[src/source/net_ctrl_pkg.sv]
// shared types and constants for the link connection controller
// state encodings, generator/sniffer status and command bundles,
// and the simulation-sized wait times used by the qualifiers and timer
`default_nettype none

package net_ctrl_pkg;

    // ------------------------------
    // wait constants (cycles of clk_PP)
    // ------------------------------
    // hardware values are near 2^26 for the link and 1000 for the message
    localparam int LINK_WAIT  = 16;
    localparam int MSG_WAIT   = 8;
    localparam int LOST_LIMIT = 64;
    // wide enough to hold LOST_LIMIT itself
    localparam int LOST_BITS  = $clog2(LOST_LIMIT + 1);

    // ------------------------------
    // state encodings
    // ------------------------------
    // connection state, initiator side
    typedef enum logic [2:0] {
        DISCONNECT    = 3'd0,
        HANDSHAKE_SYN = 3'd1,
        HANDSHAKE_ACK = 3'd2,
        TRANSFER      = 3'd3,
        ACK_SEND      = 3'd4
    } tcp_state_e;

    // transfer sequencer, gray-ish codes
    typedef enum logic [2:0] {
        IDLE           = 3'b000,
        SEND           = 3'b001,
        WAIT_TX        = 3'b011,
        WAIT_RX        = 3'b010,
        WAIT_ACK_CHECK = 3'b111,
        WAIT_TX_ACK    = 3'b100,
        WAIT_RX_LAST   = 3'b101
    } xfer_state_e;

    // ------------------------------
    // status and command bundles
    // ------------------------------
    // from the frame generator
    typedef struct packed {
        logic busy;
        logic msg_pending;
        logic ack_taken;
    } tx_status_t;

    // from the frame sniffer, received_valid is a one-cycle pulse
    typedef struct packed {
        logic busy;
        logic received_valid;
        logic is_handshake;
        logic need_ack;
    } rx_status_t;

    // to generator and sniffer
    typedef struct packed {
        logic transfer_en;
        logic block_tx;
        logic block_rx;
        logic ack_received;
    } path_ctrl_t;

endpackage

`default_nettype wire

[src/source/level_qualifier.sv]
// hold-time qualifier for a slow status level
// level_ok goes high once level_in has stayed high for HOLD_CYCLES+1 edges
// and drops again shortly after level_in goes low
`default_nettype none

module level_qualifier #(
    parameter int HOLD_CYCLES = 16
) (
    input  wire  clk_PP,
    input  wire  reset,
    input  logic level_in,
    output logic level_ok
);

    localparam int CNT_BITS = $clog2(HOLD_CYCLES + 1);

    logic [CNT_BITS-1:0] hold_cnt;

    // count up while high, stick at the limit, restart on any low sample
    always_ff @(posedge clk_PP or posedge reset) begin
        if (reset) begin
            hold_cnt <= '0;
        end else if (!level_in) begin
            hold_cnt <= '0;
        end else if (hold_cnt != CNT_BITS'(HOLD_CYCLES)) begin
            hold_cnt <= hold_cnt + 1'b1;
        end
    end

    // registered compare, one edge behind the counter
    always_ff @(posedge clk_PP or posedge reset) begin
        if (reset) begin
            level_ok <= 1'b0;
        end else begin
            level_ok <= (hold_cnt == CNT_BITS'(HOLD_CYCLES));
        end
    end

endmodule

`default_nettype wire

[src/source/tcp_conn_fsm.sv]
// connection state machine, initiator role
// brings the connection up after the link qualifies and then moves
// between transfer, ack sending and handshake repeats; only reset disconnects
`default_nettype none

module tcp_conn_fsm (
    input  wire                       clk_PP,
    input  wire                       reset,
    input  logic                      link_up,
    input  net_ctrl_pkg::rx_status_t  rx_status,
    input  logic                      send_done,
    output net_ctrl_pkg::tcp_state_e  tcp_state
);

    net_ctrl_pkg::tcp_state_e state_next;

    // ------------------------------
    // state register
    // ------------------------------
    always_ff @(posedge clk_PP or posedge reset) begin
        if (reset) begin
            tcp_state <= net_ctrl_pkg::DISCONNECT;
        end else begin
            tcp_state <= state_next;
        end
    end

    // ------------------------------
    // next state
    // ------------------------------
    always_comb begin
        state_next = tcp_state;
        case (tcp_state)
            net_ctrl_pkg::DISCONNECT: begin
                // initiator opens as soon as the link is stable
                if (link_up) begin
                    state_next = net_ctrl_pkg::HANDSHAKE_SYN;
                end
            end
            net_ctrl_pkg::HANDSHAKE_SYN: begin
                // peer answered the opening frame
                if (rx_status.received_valid && rx_status.is_handshake) begin
                    state_next = net_ctrl_pkg::HANDSHAKE_ACK;
                end
            end
            net_ctrl_pkg::HANDSHAKE_ACK: begin
                if (send_done) begin
                    state_next = net_ctrl_pkg::TRANSFER;
                end
            end
            net_ctrl_pkg::TRANSFER: begin
                // handshake frame wins over an ack request
                if (rx_status.received_valid) begin
                    if (rx_status.is_handshake) begin
                        state_next = net_ctrl_pkg::HANDSHAKE_ACK;
                    end else if (rx_status.need_ack) begin
                        state_next = net_ctrl_pkg::ACK_SEND;
                    end
                end
            end
            net_ctrl_pkg::ACK_SEND: begin
                if (send_done) begin
                    state_next = net_ctrl_pkg::TRANSFER;
                end
            end
            default: begin
                state_next = net_ctrl_pkg::DISCONNECT;
            end
        endcase
    end

endmodule

`default_nettype wire

[src/source/transfer_seq.sv]
// transfer sequencer below the connection state machine
// issues the send strobe, holds the tx/rx block levels, reports send_done
// and echoes each received frame back to the generator as ack_received
`default_nettype none

module transfer_seq (
    input  wire                       clk_PP,
    input  wire                       reset,
    input  net_ctrl_pkg::tcp_state_e  tcp_state,
    input  net_ctrl_pkg::tx_status_t  tx_status,
    input  net_ctrl_pkg::rx_status_t  rx_status,
    input  logic                      timed_out,
    output net_ctrl_pkg::path_ctrl_t  ctrl,
    output logic                      send_done,
    output logic                      waiting
);

    net_ctrl_pkg::xfer_state_e state;
    net_ctrl_pkg::xfer_state_e state_next;
    logic                      transfer_en_q;
    logic                      ack_received_q;

    // ------------------------------
    // registers
    // ------------------------------
    always_ff @(posedge clk_PP or posedge reset) begin
        if (reset) begin
            state          <= net_ctrl_pkg::IDLE;
            transfer_en_q  <= 1'b0;
            ack_received_q <= 1'b0;
        end else begin
            state          <= state_next;
            // one strobe cycle per cycle spent in SEND
            transfer_en_q  <= (state == net_ctrl_pkg::SEND);
            ack_received_q <= rx_status.received_valid;
        end
    end

    // ------------------------------
    // next state
    // ------------------------------
    always_comb begin
        state_next = state;
        if (tcp_state == net_ctrl_pkg::DISCONNECT) begin
            state_next = net_ctrl_pkg::IDLE;
        end else begin
            case (state)
                net_ctrl_pkg::IDLE: begin
                    // data frames only go out when a message is queued
                    if (!tx_status.busy) begin
                        if (tcp_state != net_ctrl_pkg::TRANSFER || tx_status.msg_pending) begin
                            state_next = net_ctrl_pkg::SEND;
                        end
                    end
                end
                net_ctrl_pkg::SEND: begin
                    if (tcp_state == net_ctrl_pkg::TRANSFER && !tx_status.msg_pending) begin
                        state_next = net_ctrl_pkg::IDLE;
                    end else if (tx_status.busy) begin
                        state_next = net_ctrl_pkg::WAIT_TX;
                    end
                end
                net_ctrl_pkg::WAIT_TX: begin
                    // syn and data expect a reply, the rest do not
                    if (!tx_status.busy) begin
                        if (tcp_state == net_ctrl_pkg::HANDSHAKE_SYN ||
                            tcp_state == net_ctrl_pkg::TRANSFER) begin
                            state_next = net_ctrl_pkg::WAIT_RX;
                        end else begin
                            state_next = net_ctrl_pkg::IDLE;
                        end
                    end
                end
                net_ctrl_pkg::WAIT_RX: begin
                    // no reply in time, resend
                    if (rx_status.busy) begin
                        state_next = net_ctrl_pkg::WAIT_ACK_CHECK;
                    end else if (timed_out) begin
                        state_next = net_ctrl_pkg::SEND;
                    end
                end
                net_ctrl_pkg::WAIT_ACK_CHECK: begin
                    if (rx_status.received_valid) begin
                        if (!rx_status.is_handshake && !rx_status.need_ack &&
                            tx_status.msg_pending) begin
                            state_next = net_ctrl_pkg::WAIT_TX_ACK;
                        end else begin
                            state_next = net_ctrl_pkg::WAIT_RX_LAST;
                        end
                    end else if (!rx_status.busy) begin
                        // frame dropped by the sniffer
                        state_next = net_ctrl_pkg::IDLE;
                    end
                end
                net_ctrl_pkg::WAIT_TX_ACK: begin
                    if (tx_status.ack_taken) begin
                        state_next = net_ctrl_pkg::WAIT_RX_LAST;
                    end
                end
                net_ctrl_pkg::WAIT_RX_LAST: begin
                    if (!rx_status.busy) begin
                        state_next = net_ctrl_pkg::IDLE;
                    end
                end
                default: begin
                    state_next = net_ctrl_pkg::IDLE;
                end
            endcase
        end
    end

    // ------------------------------
    // output decode
    // ------------------------------
    assign send_done = (state == net_ctrl_pkg::WAIT_TX) && !tx_status.busy;
    assign waiting   = (state == net_ctrl_pkg::WAIT_RX);

    always_comb begin
        ctrl.transfer_en  = transfer_en_q;
        // generator held off whenever we are listening or idle
        ctrl.block_tx     = (state == net_ctrl_pkg::IDLE) ||
                            (state == net_ctrl_pkg::WAIT_RX) ||
                            (state == net_ctrl_pkg::WAIT_RX_LAST);
        // sniffer held off while our own frame goes out
        ctrl.block_rx     = (state == net_ctrl_pkg::SEND) ||
                            (state == net_ctrl_pkg::WAIT_TX);
        ctrl.ack_received = ack_received_q;
    end

endmodule

`default_nettype wire

[src/source/response_timer.sv]
// reply timeout counter
// counts while the sequencer waits for the peer and flags timed_out
// once LOST_LIMIT cycles have passed; clears as soon as waiting drops
`default_nettype none

module response_timer (
    input  wire  clk_PP,
    input  wire  reset,
    input  logic waiting,
    output logic timed_out
);

    localparam logic [net_ctrl_pkg::LOST_BITS-1:0] LIMIT =
        net_ctrl_pkg::LOST_BITS'(net_ctrl_pkg::LOST_LIMIT);

    logic [net_ctrl_pkg::LOST_BITS-1:0] lost_cnt;

    // saturating count, zero outside the wait
    always_ff @(posedge clk_PP or posedge reset) begin
        if (reset) begin
            lost_cnt <= '0;
        end else if (!waiting) begin
            lost_cnt <= '0;
        end else if (lost_cnt != LIMIT) begin
            lost_cnt <= lost_cnt + 1'b1;
        end
    end

    // stays high until the sequencer leaves WAIT_RX
    assign timed_out = (lost_cnt == LIMIT);

endmodule

`default_nettype wire

[src/source/net_ctrl_top.sv]
// top level of the connection controller
// qualifies link and message levels, runs the connection FSM and the
// transfer sequencer, and drives the generator/sniffer command bundle
`default_nettype none

module net_ctrl_top (
    input  wire                       clk_PP,
    input  wire                       reset,
    input  logic                      link_status,
    input  logic                      msg_stored,
    input  net_ctrl_pkg::tx_status_t  tx_status,
    input  net_ctrl_pkg::rx_status_t  rx_status,
    output net_ctrl_pkg::path_ctrl_t  ctrl,
    output logic                      msg_ready,
    output net_ctrl_pkg::tcp_state_e  tcp_state
);

    logic link_up;
    logic send_done;
    logic waiting;
    logic timed_out;

    // ------------------------------
    // level qualifiers
    // ------------------------------
    level_qualifier #(
        .HOLD_CYCLES (net_ctrl_pkg::LINK_WAIT)
    ) link_qual (
        .clk_PP   (clk_PP),
        .reset    (reset),
        .level_in (link_status),
        .level_ok (link_up)
    );

    // message ready goes straight out to the generator side
    level_qualifier #(
        .HOLD_CYCLES (net_ctrl_pkg::MSG_WAIT)
    ) msg_qual (
        .clk_PP   (clk_PP),
        .reset    (reset),
        .level_in (msg_stored),
        .level_ok (msg_ready)
    );

    // ------------------------------
    // control path
    // ------------------------------
    tcp_conn_fsm tcp_conn_fsm_inst (
        .clk_PP    (clk_PP),
        .reset     (reset),
        .link_up   (link_up),
        .rx_status (rx_status),
        .send_done (send_done),
        .tcp_state (tcp_state)
    );

    transfer_seq transfer_seq_inst (
        .clk_PP    (clk_PP),
        .reset     (reset),
        .tcp_state (tcp_state),
        .tx_status (tx_status),
        .rx_status (rx_status),
        .timed_out (timed_out),
        .ctrl      (ctrl),
        .send_done (send_done),
        .waiting   (waiting)
    );

    // times the WAIT_RX stay for the resend
    response_timer response_timer_inst (
        .clk_PP    (clk_PP),
        .reset     (reset),
        .waiting   (waiting),
        .timed_out (timed_out)
    );

endmodule

`default_nettype wire

[config.mk]
export PLATFORM = sky130hd
export DESIGN_NAME = net_ctrl_top
export DESIGN_NICKNAME = d
export VERILOG_FILES = /design/src/source/net_ctrl_pkg.sv /design/src/source/level_qualifier.sv /design/src/source/tcp_conn_fsm.sv /design/src/source/transfer_seq.sv /design/src/source/response_timer.sv /design/src/source/net_ctrl_top.sv
export SDC_FILE = /design/constraint.sdc
export NUM_CORES = 1
export LEC_CHECK = 0
export ABC_AREA = 1
export BUFFER_PORTS_ARGS = -buffer_cell sky130_fd_sc_hd__buf_2
export CAP_MARGIN = 20
export CORE_ASPECT_RATIO = 1.2
export CORE_UTILIZATION = 40
export CTS_BUF_LIST = sky130_fd_sc_hd__clkbuf_8
export DETAILED_ROUTE_END_ITERATION = 8
export PLACE_DENSITY = 0.58
export SLEW_MARGIN = 5
export SYNTH_ARGS = -nofsm -noshare
export SYNTH_HDL_FRONTEND = slang
export SYNTH_SLANG_ARGS = --single-unit
[constraint.sdc]
create_clock -name clk_PP -period 1.4 [get_ports clk_PP]
set_input_delay 0 -clock clk_PP [delete_from_list [all_inputs] [get_ports clk_PP]]
set_output_delay 0 -clock clk_PP [all_outputs]
set_load 0.01 [all_outputs]
==> metrics.csv <==
stage,metric,value,unit
route,wirelength,2.95,mm
synthesis,syn_avg_cell_area,7.67,sq um
pwr,sequentialPowerShare,36.8,%
placement,portBuffers,18,
grt,grt.overflow.total,0,
flow_run,cap_violations,0,
timing,rsz0062_at_grt,yes,
critical_path,cp_common_cell,inv_2,
critical_path,max_stage_delay,410,ps
timing,slew_violations,0,
grt,track_usage,16.4,%
synthesis,synth_edf_count,0,
route,avgViaCountPerCell,4.96,
pwr,power_frac_comb,41.3,%
floorplanning,io_pins,19,
timing,final_hold_viol_count,0,
clock_tree,h-tree-depth,1,
synthesis,ys.flop_type,dfrtp_1,
finish,syn_to_final_growth,21.4,%
timing,fmax,737,MHz
finish,n_antenna_cell,0,
placement,hpwl,2.24,mm
min_path,hp-class,in -> reg,
floorplanning,fp.dieArea,3970,sq um
timing,tightestPinTransition,415,ps
clock_tree,cts_sinks,26,
critical_path,cp_slowest_cell,dfrtp_1,
synthesis,ys_ff_latch,26,
synthesis,syn_nets,211,
floorplanning,die_w,57.7,um
synthesis,netlist-cell-type-count,27,
floorplanning,rows,23,
finish,nets,242,
critical_path,worstReg2RegEnd,transfer_seq_inst.state[0]$_DFFE_PP0P_,
pwr,cellInternalPower,0.00171,W
synthesis,synthesis.area,1490,sq um
clock_tree,numCtsBuffers,3,
grt,antenna_found_initial,0,
placement,dp_slack,-20.8,ps
grt,grt_pass1_wl,5.01,mm
outcome,status,completed,
synthesis,yosys_warnings,0,
critical_path,startpoint_type,register,
synthesis,ys_seq_area_share,43.7,%
critical_path,r2r_cells,11,
pwr,clock_power_share,22.0,%
critical_path,crit_path_end,transfer_seq_inst.state[0]$_DFFE_PP0P_,
timing,post-route-period-util,96.9,%
timing,finalClockSkew,5.16,ps
timing,period_needed,1360,ps
timing,fin_ws,43.7,ps
min_path,min_delay_path_depth,3,
clock_tree,clk_path_buf_depth,2,
timing,timing.slew.headroom,72.2,%
critical_path,required,1570,ps
pwr,fin_total_pwr,0.00279,W
pwr,p_sw_share,38.8,%
synthesis,synthArstFlopShare,100,%
synthesis,synthCells,194,
critical_path,r2r-start,response_timer_inst.lost_cnt[0]$_DFFE_PP0P_,
clock_tree,clkLatencyLatePin,270,ps
critical_path,crit_fanout,4,
critical_path,crit_path_end_kind,register,
route,wl_per_cell,11.3,um
critical_path,r2r_slack,40,ps
route,ant_nets,0,
critical_path,path_class,reg -> reg,
route,vias,1295,
pwr,p_leak,0.901,nW
route,drt_iter0_markers,31,
floorplanning,design.core.area,3450,sq um
placement,gp_congestion,0.838,
critical_path,cp_cell_sequence,"inv_2, ha_4, inv_2, nor2_2, nand3_2, nand3_2, nand2_2, inv_2, nand2_2, nand3_1, nand2_1",
clock_tree,tritoncts,done,
floorplanning,initial_core_util,43.1,%
clock_tree,clk_pin_slew_worst_paths,90,ps
clock_tree,cts_root_buf,clkbuf_8,
finish,drive_above_1_share,25.9,%
route,drt_pass1_iterations,4,
grt,grt_pass1_vias,1223,
pwr,pwr_density_cell,1540,nW/um^2
pwr,p_sw,0.00108,W
timing,setup_violations,0,
critical_path,startpoint,response_timer_inst.lost_cnt[0]$_DFFE_PP0P_,
critical_path,arrival,1520,ps
grt,grt_max_degree,27,
floorplanning,die_h,68.8,um
route,drcViolationCount,0,
pwr,peakVddDrop,0.000870,V
metrics by stage:
step           utilization [%]  TNS (ps)  cell area (sq um)  hold slack, ps  cells
2_1_floorplan                -         0               1490            31.4    194
3_3_place_gp              47.5         0               1640            64.8    251
3_5_place_dp              47.5     -40.1               1640            67.0    251
4_1_cts                   51.0         0               1760            15.6    260
5_1_grt                   52.4      -116               1810            43.7    261
6_report                  52.4         0               1810            22.5    261
cell usage after synthesis, types with 2 or more instances:
| library cell | number | area (sq um) |
|---|---|---|
| o21ai_0 | 9 | 45.0 |
| nand2_1 | 36 | 135 |
| inv_1 | 27 | 101 |
| dfrtp_1 | 26 | 651 |
| xor2_1 | 3 | 26.3 |
| nor2_1 | 24 | 90.1 |
| nor3_2 | 3 | 30.0 |
| buf_4 | 2 | 15.0 |
| nand2_2 | 3 | 18.8 |
| nor3_1 | 5 | 25.0 |
| o21ai_1 | 2 | 10.0 |
| ha_1 | 6 | 75.1 |
| nand3_1 | 24 | 120 |
| inv_2 | 6 | 22.5 |
| a21oi_1 | 6 | 30.0 |
sequential cells by signal (all words and copies together), names as in the netlist:
| register | count |
|---|---|
| response_timer_inst.lost_cnt | 7 |
| link_qual.hold_cnt | 5 |
| msg_qual.hold_cnt | 4 |
| tcp_conn_fsm_inst.tcp_state | 3 |
| transfer_seq_inst.state | 3 |
| link_qual.level_ok | 1 |
| msg_qual.level_ok | 1 |
| transfer_seq_inst.ack_received_q | 1 |
| transfer_seq_inst.transfer_en_q | 1 |
worst min path at each step:
stage / from / endpoint / slack, ps
after floorplan: rx_status[2] / transfer_seq_inst.ack_received_q$_DFF_PP0_ / 30
after global placement: reset / msg_qual.level_ok$_DFF_PP0_ / 60
after detailed placement: reset / msg_qual.level_ok$_DFF_PP0_ / 70
after CTS: link_status / link_qual.hold_cnt[0]$_DFFE_PP0P_ / 20
after global routing: link_status / link_qual.hold_cnt[0]$_DFFE_PP0P_ / 40
final: link_status / link_qual.hold_cnt[0]$_DFFE_PP0P_ / 20
timing repair:
item,CTS,global route
pin swaps,1,0
hold buffers,3,0
endpoints found under the hold margin,28,0
buffers inserted,2,1
endpoints found under the setup margin,2,9
gates resized for setup,1,16
cloned,0,0
placed cells by master (no fill, tap or decap):
cell / n
a211oi_1: 1
a21boi_1: 1
a21oi_1: 5
a21oi_2: 1
a31oi_1: 1
buf_2: 18
buf_4: 6
buf_6: 1
bufinv_16: 1
clkbuf_8: 3
dfrtp_1: 23
dfrtp_2: 3
dlygate4sd3_1: 3
ha_1: 5
ha_4: 1
inv_1: 24
inv_2: 9
nand2_1: 36
nand2_2: 3
nand3_1: 23
nand3_2: 2
nand3b_1: 1
nand4_1: 1
nor2_1: 20
nor2_2: 4
nor2_4: 1
nor3_1: 4
nor3_2: 4
nor3b_1: 1
o21a_1: 1
o21ai_0: 8
o21ai_1: 3
o31ai_1: 1
or2_2: 1
xnor2_1: 1
xor2_1: 3
critical path, delay by kind of cell, from the launching register on:
family / cells / cell delay (ps)
buffers and inverters: 3 / 190
adder cells (fa/ha/maj): 1 / 140
AND/OR/NAND/NOR: 7 / 510
flip-flops: 1 / 410
final cells by class:
| cell class | instances | area [sq um] |
|---|---|---|
| clock buffer | 3 | 41.3 |
| clock inverter | 1 | 30.0 |
| fill | 343 | 1650 |
| inverter | 33 | 124 |
| multi-input combinational | 133 | 736 |
| sequential | 26 | 654 |
| tap | 37 | 46.3 |
| timing repair buffer | 28 | 176 |
layer usage:
metal / share of wire, % / vias to the layer above / global-route usage (%) / wire (um)
li1: - / 677 / - / -
met1: 47 / 591 / 20.0 / 1370
met2: 49 / 23 / 29.1 / 1450
met3: 3.1 / 4 / 4.48 / 92
met4: 0.92 / 0 / 4.17 / 27
met5: 0 / - / 0 / 0
power groups by stage:
stage / Sequential, W / Clock (W) / Combinational [W]
final: 0.00103 / 0.000612 / 0.00115
after global placement: 0.00101 / 0 / 0.00106
after CTS: 0.00101 / 0.000629 / 0.00110
after detailed placement: 0.00102 / 0 / 0.00109
after floorplan: 0.00101 / 0 / 0.000783
after global routing: 0.00104 / 0.000649 / 0.00133
cell families after synthesis:
| logic type | Yosys count | synth area share (%) |
|---|---|---|
| and+or+nand+nor | 101 | 31.4 |
| buffers and inverters | 35 | 9.33 |
| DFF | 26 | 43.7 |
| AOI/OAI and AO/OA | 22 | 8.15 |
| adders and majority gates | 6 | 5.04 |
| xor gates and xnor gates | 4 | 2.35 |
Note: power is estimated with default switching activity, not from simulation.
